===== config.mk =====
export PLATFORM = sky130hd
export DESIGN_NAME = blitter
export DESIGN_NICKNAME = d
export VERILOG_FILES = /design/src/hw/blit_bus_pkg.sv /design/src/hw/blit_reg_pkg.sv /design/src/hw/blit_regs.sv /design/src/hw/blit_sequencer.sv /design/src/hw/blit_datapath.sv /design/src/hw/blitter.sv
export SDC_FILE = /design/constraint.sdc
export NUM_CORES = 1
export LEC_CHECK = 0
export BUFFER_PORTS_ARGS = -buffer_cell sky130_fd_sc_hd__buf_2
export CORE_MARGIN = 2
export CORE_UTILIZATION = 49
export DETAILED_ROUTE_END_ITERATION = 8
export GPL_TIMING_DRIVEN = 1
export PLACE_DENSITY = 0.69
export SYNTH_ARGS = -nofsm -noshare
export SYNTH_HDL_FRONTEND = slang
export SYNTH_SLANG_ARGS = --single-unit

===== constraint.sdc =====
create_clock -name clk -period 13.4 [get_ports clk]
set_input_delay 2.01 -clock clk [delete_from_list [all_inputs] [get_ports clk]]
set_output_delay 2.01 -clock clk [all_outputs]
set_load 0.03 [all_outputs]

===== src/hw/blit_bus_pkg.sv =====
// ==========================================================
// Blitter VRAM bus types
// ==========================================================

package blit_bus_pkg;

    localparam int WORD_W = 16;             // VRAM data word width
    localparam int ADDR_W = 16;             // VRAM word address width
    localparam int NIB_W  = WORD_W / 4;     // one mask bit per nibble

    // 16-bit VRAM data word
    typedef logic [WORD_W-1:0] word_t;

    // VRAM word address
    typedef logic [ADDR_W-1:0] addr_t;

    // nibble write mask, bit 3 covers data bits 15..12
    typedef logic [NIB_W-1:0] nib_mask_t;

    // request from blitter to VRAM arbiter
    typedef struct packed {
        logic      sel;         // access requested
        logic      wr;          // 1 write, 0 read
        addr_t     addr;        // word address
        nib_mask_t wr_mask;     // nibbles written, writes only
        word_t     data;        // write data
    } vram_req_t;

endpackage


===== src/hw/blit_reg_pkg.sv =====
// ==========================================================
// Blitter register map and sequencer types
// ==========================================================

package blit_reg_pkg;

    localparam int REG_NUM_W = 4;           // register number width
    localparam int LINES_W   = 15;          // line count, stored as count minus one

    // register numbers as seen on the write port
    typedef enum logic [REG_NUM_W-1:0] {
        CTRL  = 4'd0,
        SHIFT = 4'd1,       // edge masks in bits 15..8
        MOD_A = 4'd2,
        MOD_B = 4'd3,
        VAL_T = 4'd4,
        MOD_D = 4'd5,
        SRC_A = 4'd6,       // address, or constant A
        SRC_B = 4'd7,       // address, or constant B
        VAL_C = 4'd8,
        DST_D = 4'd9,
        LINES = 4'd10,
        WORDS = 4'd11       // writing here queues the blit
    } blit_reg_e;

    // CTRL register bits 3..0
    typedef struct packed {
        logic c_use_b;      // bit 3
        logic b_use_a;      // bit 2
        logic b_const;      // bit 1
        logic a_const;      // bit 0
    } blit_ctrl_t;

    // everything one blit needs
    typedef struct packed {
        blit_ctrl_t              ctrl;
        blit_bus_pkg::nib_mask_t l_mask;    // first word of a line
        blit_bus_pkg::nib_mask_t r_mask;    // last word of a line
        blit_bus_pkg::word_t     mod_a;
        blit_bus_pkg::word_t     mod_b;
        blit_bus_pkg::word_t     mod_d;
        blit_bus_pkg::addr_t     src_a;
        blit_bus_pkg::addr_t     src_b;
        blit_bus_pkg::addr_t     dst_d;
        blit_bus_pkg::word_t     val_t;
        blit_bus_pkg::word_t     val_c;
        logic [LINES_W-1:0]      lines;
        blit_bus_pkg::word_t     words;
    } blit_cfg_t;

    typedef enum logic [2:0] {
        IDLE,
        SETUP,          // copy queued blit, load constants
        LINE_BEG,       // reload word count, issue first access
        WAIT_RD_A,
        WAIT_RD_B,
        WAIT_WR_D,
        LINE_END        // add modulos, next line or finish
    } blit_state_e;

endpackage


===== src/hw/blit_regs.sv =====
// ==========================================================
// Blitter configuration registers
// ==========================================================

module blit_regs (
    input  logic                    clk,
    input  logic                    reset_i,
    input  logic                    reg_wr_i,
    input  blit_reg_pkg::blit_reg_e reg_num_i,
    input  blit_bus_pkg::word_t     reg_data_i,
    input  logic                    take_i,
    output blit_reg_pkg::blit_cfg_t cfg_o,
    output logic                    queued_o
);

    import blit_bus_pkg::*;
    import blit_reg_pkg::*;

    blit_cfg_t cfg_q;
    logic      queued_q;
    logic      words_wr;

    assign words_wr = reg_wr_i && (reg_num_i == WORDS);

    always_ff @(posedge clk) begin
        if (reset_i) begin
            cfg_q    <= '0;
            queued_q <= 1'b0;
        end else begin
            // a WORDS write in the take cycle keeps the flag set
            if (words_wr) begin
                queued_q <= 1'b1;
            end else if (take_i) begin
                queued_q <= 1'b0;
            end

            if (reg_wr_i) begin
                case (reg_num_i)
                    CTRL: begin
                        cfg_q.ctrl <= blit_ctrl_t'(reg_data_i[3:0]);
                    end
                    SHIFT: begin
                        cfg_q.l_mask <= reg_data_i[15:12];
                        cfg_q.r_mask <= reg_data_i[11:8];
                    end
                    MOD_A: begin
                        cfg_q.mod_a <= reg_data_i;
                    end
                    MOD_B: begin
                        cfg_q.mod_b <= reg_data_i;
                    end
                    VAL_T: begin
                        cfg_q.val_t <= reg_data_i;
                    end
                    MOD_D: begin
                        cfg_q.mod_d <= reg_data_i;
                    end
                    SRC_A: begin
                        cfg_q.src_a <= reg_data_i;
                    end
                    SRC_B: begin
                        cfg_q.src_b <= reg_data_i;
                    end
                    VAL_C: begin
                        cfg_q.val_c <= reg_data_i;
                    end
                    DST_D: begin
                        cfg_q.dst_d <= reg_data_i;
                    end
                    LINES: begin
                        cfg_q.lines <= reg_data_i[LINES_W-1:0];     // top bit ignored
                    end
                    WORDS: begin
                        cfg_q.words <= reg_data_i;
                    end
                    default: begin
                    end
                endcase
            end
        end
    end

    assign cfg_o    = cfg_q;
    assign queued_o = queued_q;

endmodule


===== src/hw/blit_sequencer.sv =====
// ==========================================================
// Blitter sequencer
// ==========================================================

module blit_sequencer (
    input  logic                    clk,
    input  logic                    reset_i,
    input  blit_reg_pkg::blit_cfg_t cfg_i,
    input  logic                    queued_i,
    output logic                    take_o,
    output logic                    setup_o,
    output logic                    cap_a_o,
    output logic                    cap_b_o,
    output logic                    first_word_o,
    output logic                    last_word_o,
    input  blit_bus_pkg::word_t     wr_data_i,
    input  blit_bus_pkg::nib_mask_t wr_mask_i,
    input  logic                    vram_ack_i,
    output blit_bus_pkg::vram_req_t vram_req_o,
    output logic                    busy_o,
    output logic                    done_o
);

    import blit_bus_pkg::*;
    import blit_reg_pkg::*;

    blit_state_e state_q;
    blit_state_e state_d;
    blit_state_e word_state;        // first access of a word
    blit_state_e after_a_state;     // access following an A read

    logic        sel_q;
    logic        wr_q;
    logic        done_q;
    logic        first_word_q;

    // running copy of the blit
    logic        a_const_q;
    logic        b_const_q;
    word_t       mod_a_q;
    word_t       mod_b_q;
    word_t       mod_d_q;
    addr_t       src_a_q;
    addr_t       src_b_q;
    addr_t       dst_d_q;
    word_t       words_q;
    logic [LINES_W:0] lines_q;      // msb set on underflow marks the last line
    logic [16:0] count_q;           // msb set on underflow marks the last word

    addr_t       req_addr;
    logic        last_line;

    assign last_line   = lines_q[LINES_W];
    assign last_word_o = count_q[16];

    always_comb begin
        word_state    = !a_const_q ? WAIT_RD_A : (!b_const_q ? WAIT_RD_B : WAIT_WR_D);
        after_a_state = !b_const_q ? WAIT_RD_B : WAIT_WR_D;
    end

    always_comb begin
        state_d = state_q;
        case (state_q)
            IDLE: begin
                if (queued_i) begin
                    state_d = SETUP;
                end
            end
            SETUP: begin
                state_d = LINE_BEG;
            end
            LINE_BEG: begin
                state_d = word_state;
            end
            WAIT_RD_A: begin
                if (vram_ack_i) begin
                    state_d = after_a_state;
                end
            end
            WAIT_RD_B: begin
                if (vram_ack_i) begin
                    state_d = WAIT_WR_D;
                end
            end
            WAIT_WR_D: begin
                if (vram_ack_i) begin
                    state_d = last_word_o ? LINE_END : word_state;
                end
            end
            LINE_END: begin
                if (!last_line) begin
                    state_d = LINE_BEG;
                end else if (queued_i) begin
                    state_d = SETUP;            // straight into the queued blit
                end else begin
                    state_d = IDLE;
                end
            end
            default: begin
                state_d = IDLE;
            end
        endcase
    end

    always_ff @(posedge clk) begin
        if (reset_i) begin
            state_q      <= IDLE;
            sel_q        <= 1'b0;
            wr_q         <= 1'b0;
            done_q       <= 1'b0;
            first_word_q <= 1'b0;
        end else begin
            state_q <= state_d;
            sel_q   <= (state_d == WAIT_RD_A) || (state_d == WAIT_RD_B) ||
                       (state_d == WAIT_WR_D);
            wr_q    <= (state_d == WAIT_WR_D);
            done_q  <= (state_q == LINE_END) && last_line;

            if (state_q == SETUP || state_q == LINE_END) begin
                first_word_q <= 1'b1;
            end else if (state_q == WAIT_WR_D && vram_ack_i) begin
                first_word_q <= 1'b0;
            end
        end
    end

    // addresses and counters
    always_ff @(posedge clk) begin
        case (state_q)
            SETUP: begin
                a_const_q <= cfg_i.ctrl.a_const;
                b_const_q <= cfg_i.ctrl.b_const;
                mod_a_q   <= cfg_i.mod_a;
                mod_b_q   <= cfg_i.mod_b;
                mod_d_q   <= cfg_i.mod_d;
                src_a_q   <= cfg_i.src_a;
                src_b_q   <= cfg_i.src_b;
                dst_d_q   <= cfg_i.dst_d;
                words_q   <= cfg_i.words;
                lines_q   <= {1'b0, cfg_i.lines};
            end
            LINE_BEG: begin
                lines_q <= lines_q - {{LINES_W{1'b0}}, 1'b1};     // pre-decrement
                count_q <= {1'b0, words_q} - 17'd1;
            end
            WAIT_RD_A: begin
                if (vram_ack_i) begin
                    src_a_q <= src_a_q + 16'd1;
                end
            end
            WAIT_RD_B: begin
                if (vram_ack_i) begin
                    src_b_q <= src_b_q + 16'd1;
                end
            end
            WAIT_WR_D: begin
                if (vram_ack_i) begin
                    dst_d_q <= dst_d_q + 16'd1;
                    count_q <= count_q - 17'd1;
                end
            end
            LINE_END: begin
                src_a_q <= src_a_q + mod_a_q;
                src_b_q <= src_b_q + mod_b_q;
                dst_d_q <= dst_d_q + mod_d_q;
            end
            default: begin
            end
        endcase
    end

    // address follows the access being waited on
    always_comb begin
        case (state_q)
            WAIT_RD_A: req_addr = src_a_q;
            WAIT_RD_B: req_addr = src_b_q;
            default:   req_addr = dst_d_q;
        endcase
    end

    always_comb begin
        vram_req_o.sel     = sel_q;
        vram_req_o.wr      = wr_q;
        vram_req_o.addr    = req_addr;
        vram_req_o.wr_mask = wr_mask_i;
        vram_req_o.data    = wr_data_i;
    end

    assign take_o       = (state_q == SETUP);
    assign setup_o      = (state_q == SETUP);
    assign cap_a_o      = (state_q == WAIT_RD_A) && vram_ack_i;
    assign cap_b_o      = (state_q == WAIT_RD_B) && vram_ack_i;
    assign first_word_o = first_word_q;
    assign busy_o       = (state_q != IDLE);
    assign done_o       = done_q;

endmodule


===== src/hw/blit_datapath.sv =====
// ==========================================================
// Blitter logic operation and write mask
// ==========================================================

module blit_datapath (
    input  logic                     clk,
    input  logic                     reset_i,
    input  logic                     setup_i,
    input  logic                     cap_a_i,
    input  logic                     cap_b_i,
    input  blit_reg_pkg::blit_cfg_t  cfg_i,
    input  blit_bus_pkg::word_t      vram_data_i,
    input  logic                     first_word_i,
    input  logic                     last_word_i,
    output blit_bus_pkg::word_t      wr_data_o,
    output blit_bus_pkg::nib_mask_t  wr_mask_o
);

    import blit_bus_pkg::*;
    import blit_reg_pkg::*;

    blit_ctrl_t ctrl_q;
    nib_mask_t  l_mask_q;
    nib_mask_t  r_mask_q;
    word_t      val_t_q;
    word_t      val_c_q;
    word_t      val_a;
    word_t      val_b;
    word_t      val_tw;         // val_b ^ val_t, zero nibbles are transparent

    word_t      b_eff;
    word_t      c_eff;
    nib_mask_t  opaque;

    // latched at setup so a queued blit cannot disturb the running one
    always_ff @(posedge clk) begin
        if (reset_i) begin
            ctrl_q   <= '0;
            l_mask_q <= '0;
            r_mask_q <= '0;
        end else if (setup_i) begin
            ctrl_q   <= cfg_i.ctrl;
            l_mask_q <= cfg_i.l_mask;
            r_mask_q <= cfg_i.r_mask;
        end
    end

    always_ff @(posedge clk) begin
        if (setup_i) begin
            val_t_q <= cfg_i.val_t;
            val_c_q <= cfg_i.val_c;
            val_a   <= cfg_i.src_a;                     // constant A, if used
            val_b   <= cfg_i.src_b;                     // constant B, if used
            val_tw  <= cfg_i.src_b ^ cfg_i.val_t;
        end
        if (cap_a_i) begin
            val_a <= vram_data_i;
        end
        if (cap_b_i) begin
            val_b  <= vram_data_i;
            val_tw <= vram_data_i ^ val_t_q;
        end
    end

    assign b_eff     = ctrl_q.b_use_a ? val_a : val_b;
    assign c_eff     = ctrl_q.c_use_b ? val_b : val_c_q;
    assign wr_data_o = (val_a & b_eff) ^ c_eff;

    assign opaque = {|val_tw[15:12], |val_tw[11:8], |val_tw[7:4], |val_tw[3:0]};

    assign wr_mask_o = (first_word_i ? l_mask_q : 4'hf) &
                       (last_word_i  ? r_mask_q : 4'hf) &
                       opaque;

endmodule


===== src/hw/blitter.sv =====
// ==========================================================
// Blitter top level
// ==========================================================

module blitter (
    input  logic                    clk,
    input  logic                    reset_i,
    input  logic                    reg_wr_i,
    input  blit_reg_pkg::blit_reg_e reg_num_i,
    input  blit_bus_pkg::word_t     reg_data_i,
    output logic                    busy_o,
    output logic                    full_o,
    output logic                    done_o,
    output blit_bus_pkg::vram_req_t vram_req_o,
    input  logic                    vram_ack_i,
    input  blit_bus_pkg::word_t     vram_data_i
);

    import blit_bus_pkg::*;
    import blit_reg_pkg::*;

    blit_cfg_t cfg;
    logic      take;
    logic      setup;
    logic      cap_a;
    logic      cap_b;
    logic      first_word;
    logic      last_word;
    word_t     wr_data;
    nib_mask_t wr_mask;

    blit_regs u_regs (
        .clk        (clk),
        .reset_i    (reset_i),
        .reg_wr_i   (reg_wr_i),
        .reg_num_i  (reg_num_i),
        .reg_data_i (reg_data_i),
        .take_i     (take),
        .cfg_o      (cfg),
        .queued_o   (full_o)            // queue flag is the full status
    );

    blit_sequencer u_sequencer (
        .clk          (clk),
        .reset_i      (reset_i),
        .cfg_i        (cfg),
        .queued_i     (full_o),
        .take_o       (take),
        .setup_o      (setup),
        .cap_a_o      (cap_a),
        .cap_b_o      (cap_b),
        .first_word_o (first_word),
        .last_word_o  (last_word),
        .wr_data_i    (wr_data),
        .wr_mask_i    (wr_mask),
        .vram_ack_i   (vram_ack_i),
        .vram_req_o   (vram_req_o),
        .busy_o       (busy_o),
        .done_o       (done_o)
    );

    blit_datapath u_datapath (
        .clk          (clk),
        .reset_i      (reset_i),
        .setup_i      (setup),
        .cap_a_i      (cap_a),
        .cap_b_i      (cap_b),
        .cfg_i        (cfg),
        .vram_data_i  (vram_data_i),
        .first_word_i (first_word),
        .last_word_i  (last_word),
        .wr_data_o    (wr_data),
        .wr_mask_o    (wr_mask)
    );

endmodule


; ---- Yosys cells after proc, flatten, opt, wreduce, memory -nomap -nowiden
; Index checks and enable logic that the tools add are counted.
[word_totals]
register_bits = 416
input_bits = 40
out_inout_bits = 41
[classes]
addsub = 9
eq_ne = 23
n_mux = 34
bitwise = 6
n_reduce_logical = 40
[ops]
columns = operator, n
row1 = 2-to-1 mux 16 bit, 11
row2 = case mux 16 bit (3 select lines), 3
row3 = case mux 16 bit (2 select lines), 2
row4 = "adder 16 x 1 -> 16 bit, second input constant", 3
row5 = adder 16 bit, 3
row6 = XOR 16 bit, 3
row7 = case mux 17 bit (2 select lines), 1
row8 = AND reduction 2 bit, 16
row9 = 2-to-1 mux 3 bit, 7
row10 = case mux 3 bit (7 select lines), 1
row11 = 2-to-1 mux 17 bit, 1
row12 = "subtractor 16 x 1 -> 17 bit, second input constant", 1
row13 = "subtractor 17 x 1 -> 17 bit, second input constant", 1
row14 = AND 16 bit, 1
row15 = "== test 4 x 3 -> 1 bit, second input constant", 4
row16 = "== test 4 bit, second input constant", 4
row17 = OR reduction 4 bit, 4
row18 = "subtractor 16 x 1 -> 16 bit, second input constant", 1
row19 = "== test 3 bit, second input constant", 5
row20 = nonzero test 2 bit, 6
row21 = nonzero test 3 bit, 4
row22 = "== test 3 x 2 -> 1 bit, second input constant", 3
row23 = AND 4 bit, 2
row24 = "== test 4 x 2 -> 1 bit, second input constant", 2
row25 = 9 further kinds, 23

; ---- Longest topological paths before layout
[logic_depth]
ltp_word = 8
ltp_mapped = 13
depth_no_buf = 10

; ---- Hierarchy
; From an unflattened synthesis, not the netlist that was laid out.
[unflattened]
hier_cells = 1826
area_unflattened_um2 = 20362.0
[modules_own_cells]
columns = mod, instances, cells_each, area_per_inst_um2, seq_area_each_um2
row1 = blit_sequencer, 1, 901, 9236.4, 4554.4
row2 = blit_regs, 1, 605, 6797.8, 3443.3
row3 = blit_datapath, 1, 320, 4327.9, 2602.5

; ---- Worst setup path before layout
; OpenSTA, ideal clock, no wires.
[synth_path]
path_type = reg-to-reg
start = register u_sequencer.state_q[0]
end = register u_datapath.val_c_q[0] (enable)
arrival_ns = 3.822
t_required_ns = 12.899
path_slack_ns = 9.077
path_stages_with_launch = 5
synth_period_minus_slack_ns = 4.323
path_cell_list = dfxtp_1 clkbuf_1 nand2_1 inv_1 clkbuf_1
[synth_between]
elab_chain_len = 1
[synth_lines]
columns = element, line_no
row1 = start: declaration, blit_sequencer.sv:27  ; blit_state_e state_q;
row2 = start signal: assignment, blit_sequencer.sv:113  ; state_q <= state_d;
row3 = == test 3 x 1 -> 1 bit, blit_sequencer.sv:190  ; assign setup_o = (state_q == SETUP);
row4 = end signal: assignment, blit_datapath.sv:51  ; val_c_q <= cfg_i.val_c;
row5 = end: declaration, blit_datapath.sv:26  ; word_t val_c_q;
; No other way between the ends.
; A chain may end at the register's enable or synchronous reset.

==> impl_results.md <==
- Fin Setup TNS: 0 ns
- TritonCTS Buffers: 45
- Max cap viols: 0
- Library cells used by synthesis: 59
- Port buffer count: 80
- Vias per cell: 5.72
- IO Count: 81
- Routed Antenna Nets: 0
- Worst path cell trace: inv_1, nand2_1, buf_4, nor2_1, nor2_1, nand2_1, nand2_1, buf_2
- Comb pwr share: 3.8%
- Resized Gates After CTS: 0
- Post-synthesis sequential element count: 416
- P_leak: 7.59 nW
- CP Capture Type: output port
- Maximum VDD drop: 0.0000753 V
- Worst Tran Pin Value: 1.29 ns
- Critical path peak fanout: 29
- Max-slew violation count: 0
- Sw power: 0.596 mW
- Clk root buf: clkbuf_16
- Status: finished clean
- Average wire per standard cell: 20.9 um
- Seq/Total Area, Yosys: 54.9%
- Cell count after synthesis: 2033
- CP startpoint kind: flop
- Total wire length: 54700 um
- Commonest cells after routing, fill and taps aside: nand2_1, a21oi_1, edfxtp_1
- Post-synth EDFFs: 227
- Main flop type after synthesis: edfxtp_1
- Post-CTS setup buffer count: 0
- Pre-antenna DRT Iters: 6
- Min cycle time layout: 5.44 ns
- Final HPWL DP: 37000 um
- Congestion Overflow GR: 0
- RSZ-0062 raised after global routing: false
- Initial antenna violation count: 1
- Area growth syn-to-layout: 11.5%
- Setup ws final: 7.96 ns
- Required time worst endpoint: 11.39 ns
- Max Clock Skew: 0.0215 ns
- Reg2Reg Setup Slack: 9.15 ns
- RePlAce Congestion: 0.915
- 1st-iter DRT viols: 1408
- H-tree depth: 2
- Fin Hold WS: 0.423 ns
- Arrival time worst endpoint: 3.43 ns
- Clk_lat worst skew: 0.58 ns
- Setup CP Type: reg2out
- Initial Util: 49.8%
- Synth warnings: 0
- Clock Power Share: 45.4%
- Die area: 41000 um^2
- Hold_buf cts: 0
- Post-Syn Nets: 2123
- FP Rows: 72
- Sw Share: 22.1%
- Crit path top cell by count: nand2_1
- Vias: 14981
- Clock tree buffer depth: 3
- Gr usage total: 26.6%
- Die X-Extent: 202 um
- Async set-reset flop share out of synthesis: 0%
- Clk sinks: 416
- Largest net degree at the start of global routing: 98
- Drc violations: 0
- Flop pwr share: 50.8%
- Nets: 2155
- Core Footprint: 38700 um^2
- CTS tree: yes
- First-pass GRT wire length: 82600 um
- Crit path launch: u_sequencer.state_q[0]
- Slowest cell on crit path: nor2_1
- Slowest Stage Delay on Critical Path: 0.95 ns
- Number of global-route vias before repair: 14336
- Share of cells above drive strength 1: 9.52%
- Worst slew margin: 13.9%
- Fmax achieved: 0.184 GHz
- Crit share post-route: 40.6%
- Height of the die: 202 um
- Most common cell after layout, fill and taps aside: nand2_1
- Fin. Hold Viols: 0
- Internal power: 2.10 mW
- Setup slack after placement: 8.63 ns
- Synthesized area: 19300 um^2
- HP Start: u_regs.cfg_o[147]
- CTS clock-pin slew for the worst setup and hold paths: 0.06 ns
- N_diodes: 0
- PwrDens: 125 nW/um^2
- Syn Area/Cell: 9.49 um^2
- HP Class: reg2reg
- # setup viols final: 0
- Reg2reg start: u_sequencer.state_q[1]
[sequential cells by signal, indices dropped and copies added, names as in the netlist, 2 cells and up]
name                 flops
u_datapath.val_a        16
u_sequencer.mod_b_q     16
u_sequencer.mod_d_q     16
u_sequencer.mod_a_q     16
u_datapath.val_t_q      16
u_datapath.val_b        16
u_sequencer.src_a_q     16
u_datapath.val_c_q      16
u_regs.cfg_o           171
u_datapath.r_mask_q      4
u_sequencer.src_b_q     16
u_datapath.val_tw       16
u_sequencer.dst_d_q     16
u_sequencer.count_q     17
u_sequencer.lines_q     16
u_datapath.l_mask_q      4
u_sequencer.words_q     16
u_datapath.ctrl_q        2
u_sequencer.state_q      3
[routing by layer]
layer / track usage [%] / wire length [um]
met5: 0 / 8
met4: 14.2 / 2740
met3: 4.85 / 4290
met2: 43.5 / 25900
met1: 33.6 / 21800
[final timing paths]
kind | to | depth (start not counted)
max | vram_req_o[34] | 8
max reg2reg | u_sequencer.dst_d_q[14] | 11
min reg2reg | u_sequencer.mod_a_q[4] | 0
min | u_sequencer.mod_a_q[4] | 0
[cell type report]
type	count	area, um^2
Inverter	19	73.8
Tap cell	518	648
Clock buffer	70	1350
Fill cell	3352	17200
Multi-Input combinational cell	1486	8180
Sequential cell	416	10600
Timing Repair Buffer	97	534
Clock inverter	13	109
[power groups by stage]
stage          Combinational [mW]  Sequential [mW]  Clock, mW
2_1_floorplan              0.0610             1.39          0
3_3_place_gp               0.0999             1.39          0
3_5_place_dp                0.101             1.39          0
4_1_cts                     0.102             1.37       1.24
5_1_grt                     0.110             1.37       1.29
6_report                    0.103             1.37       1.22
[kinds of logic after synthesis]
logic type      count (synthesis)  share of synthesized area, %
simple gates                  839                          19.0
compound gates                448                          12.9
flops                         416                          54.9
buf+inv                       131                          2.65
xor+xnor                      114                          5.18
fa+ha+maj                      50                          3.36
mux                            35                          1.93
[per-stage QoR]
step / instances / instance area [um^2] / power, mW / utilization [%]
global route: 2619 / 21500 / 2.77 / 55.5
detailed placement: 2536 / 20000 / 1.50 / 51.7
CTS: 2619 / 21500 / 2.70 / 55.5
global placement: 2536 / 20000 / 1.49 / 51.7
floorplan: 2033 / 19300 / 1.45 / -
finish: 2619 / 21500 / 2.69 / 55.5
[critical path: cells and delay by family (launching register included)]
family	cells	cell delay, ns
buffers and inverters	3	0.61
flip-flops	1	0.45
AND/OR/NAND/NOR	5	1.80
[synth_stat cells (3+ instances only)]
cell type | number | share of area, %
and3b_1 | 5 | 0.23
nand3b_1 | 19 | 0.74
nor2_1 | 90 | 1.8
o21a_1 | 6 | 0.23
nor2b_1 | 9 | 0.29
inv_1 | 19 | 0.37
edfxtp_1 | 227 | 35
xor2_1 | 41 | 1.9
a31o_2 | 4 | 0.18
a31oi_1 | 23 | 0.75
nor4_1 | 13 | 0.42
nor3_1 | 25 | 0.65
a21oi_1 | 244 | 6.3
buf_1 | 3 | 0.058
mux2i_1 | 17 | 0.88
nand2b_1 | 24 | 0.78
buf_2 | 4 | 0.10
nor3b_1 | 5 | 0.19
o31ai_1 | 7 | 0.27
fa_1 | 3 | 0.31
a21o_1 | 10 | 0.39
xnor2_1 | 73 | 3.3
a211oi_1 | 8 | 0.31
nand3_1 | 21 | 0.54
or3_1 | 6 | 0.19
a22oi_1 | 18 | 0.70
dfxtp_1 | 189 | 20
or2_2 | 5 | 0.16
o2111ai_1 | 4 | 0.18
and2_1 | 46 | 1.5
o211ai_1 | 6 | 0.23
o21ai_0 | 99 | 2.6
mux2_2 | 18 | 1.1
o22ai_1 | 7 | 0.23
nand2_1 | 552 | 11
ha_1 | 47 | 3.0
and3_1 | 5 | 0.16
nand4_1 | 3 | 0.097
clkbuf_1 | 102 | 2.0
Power figures use the tool's default switching activity.
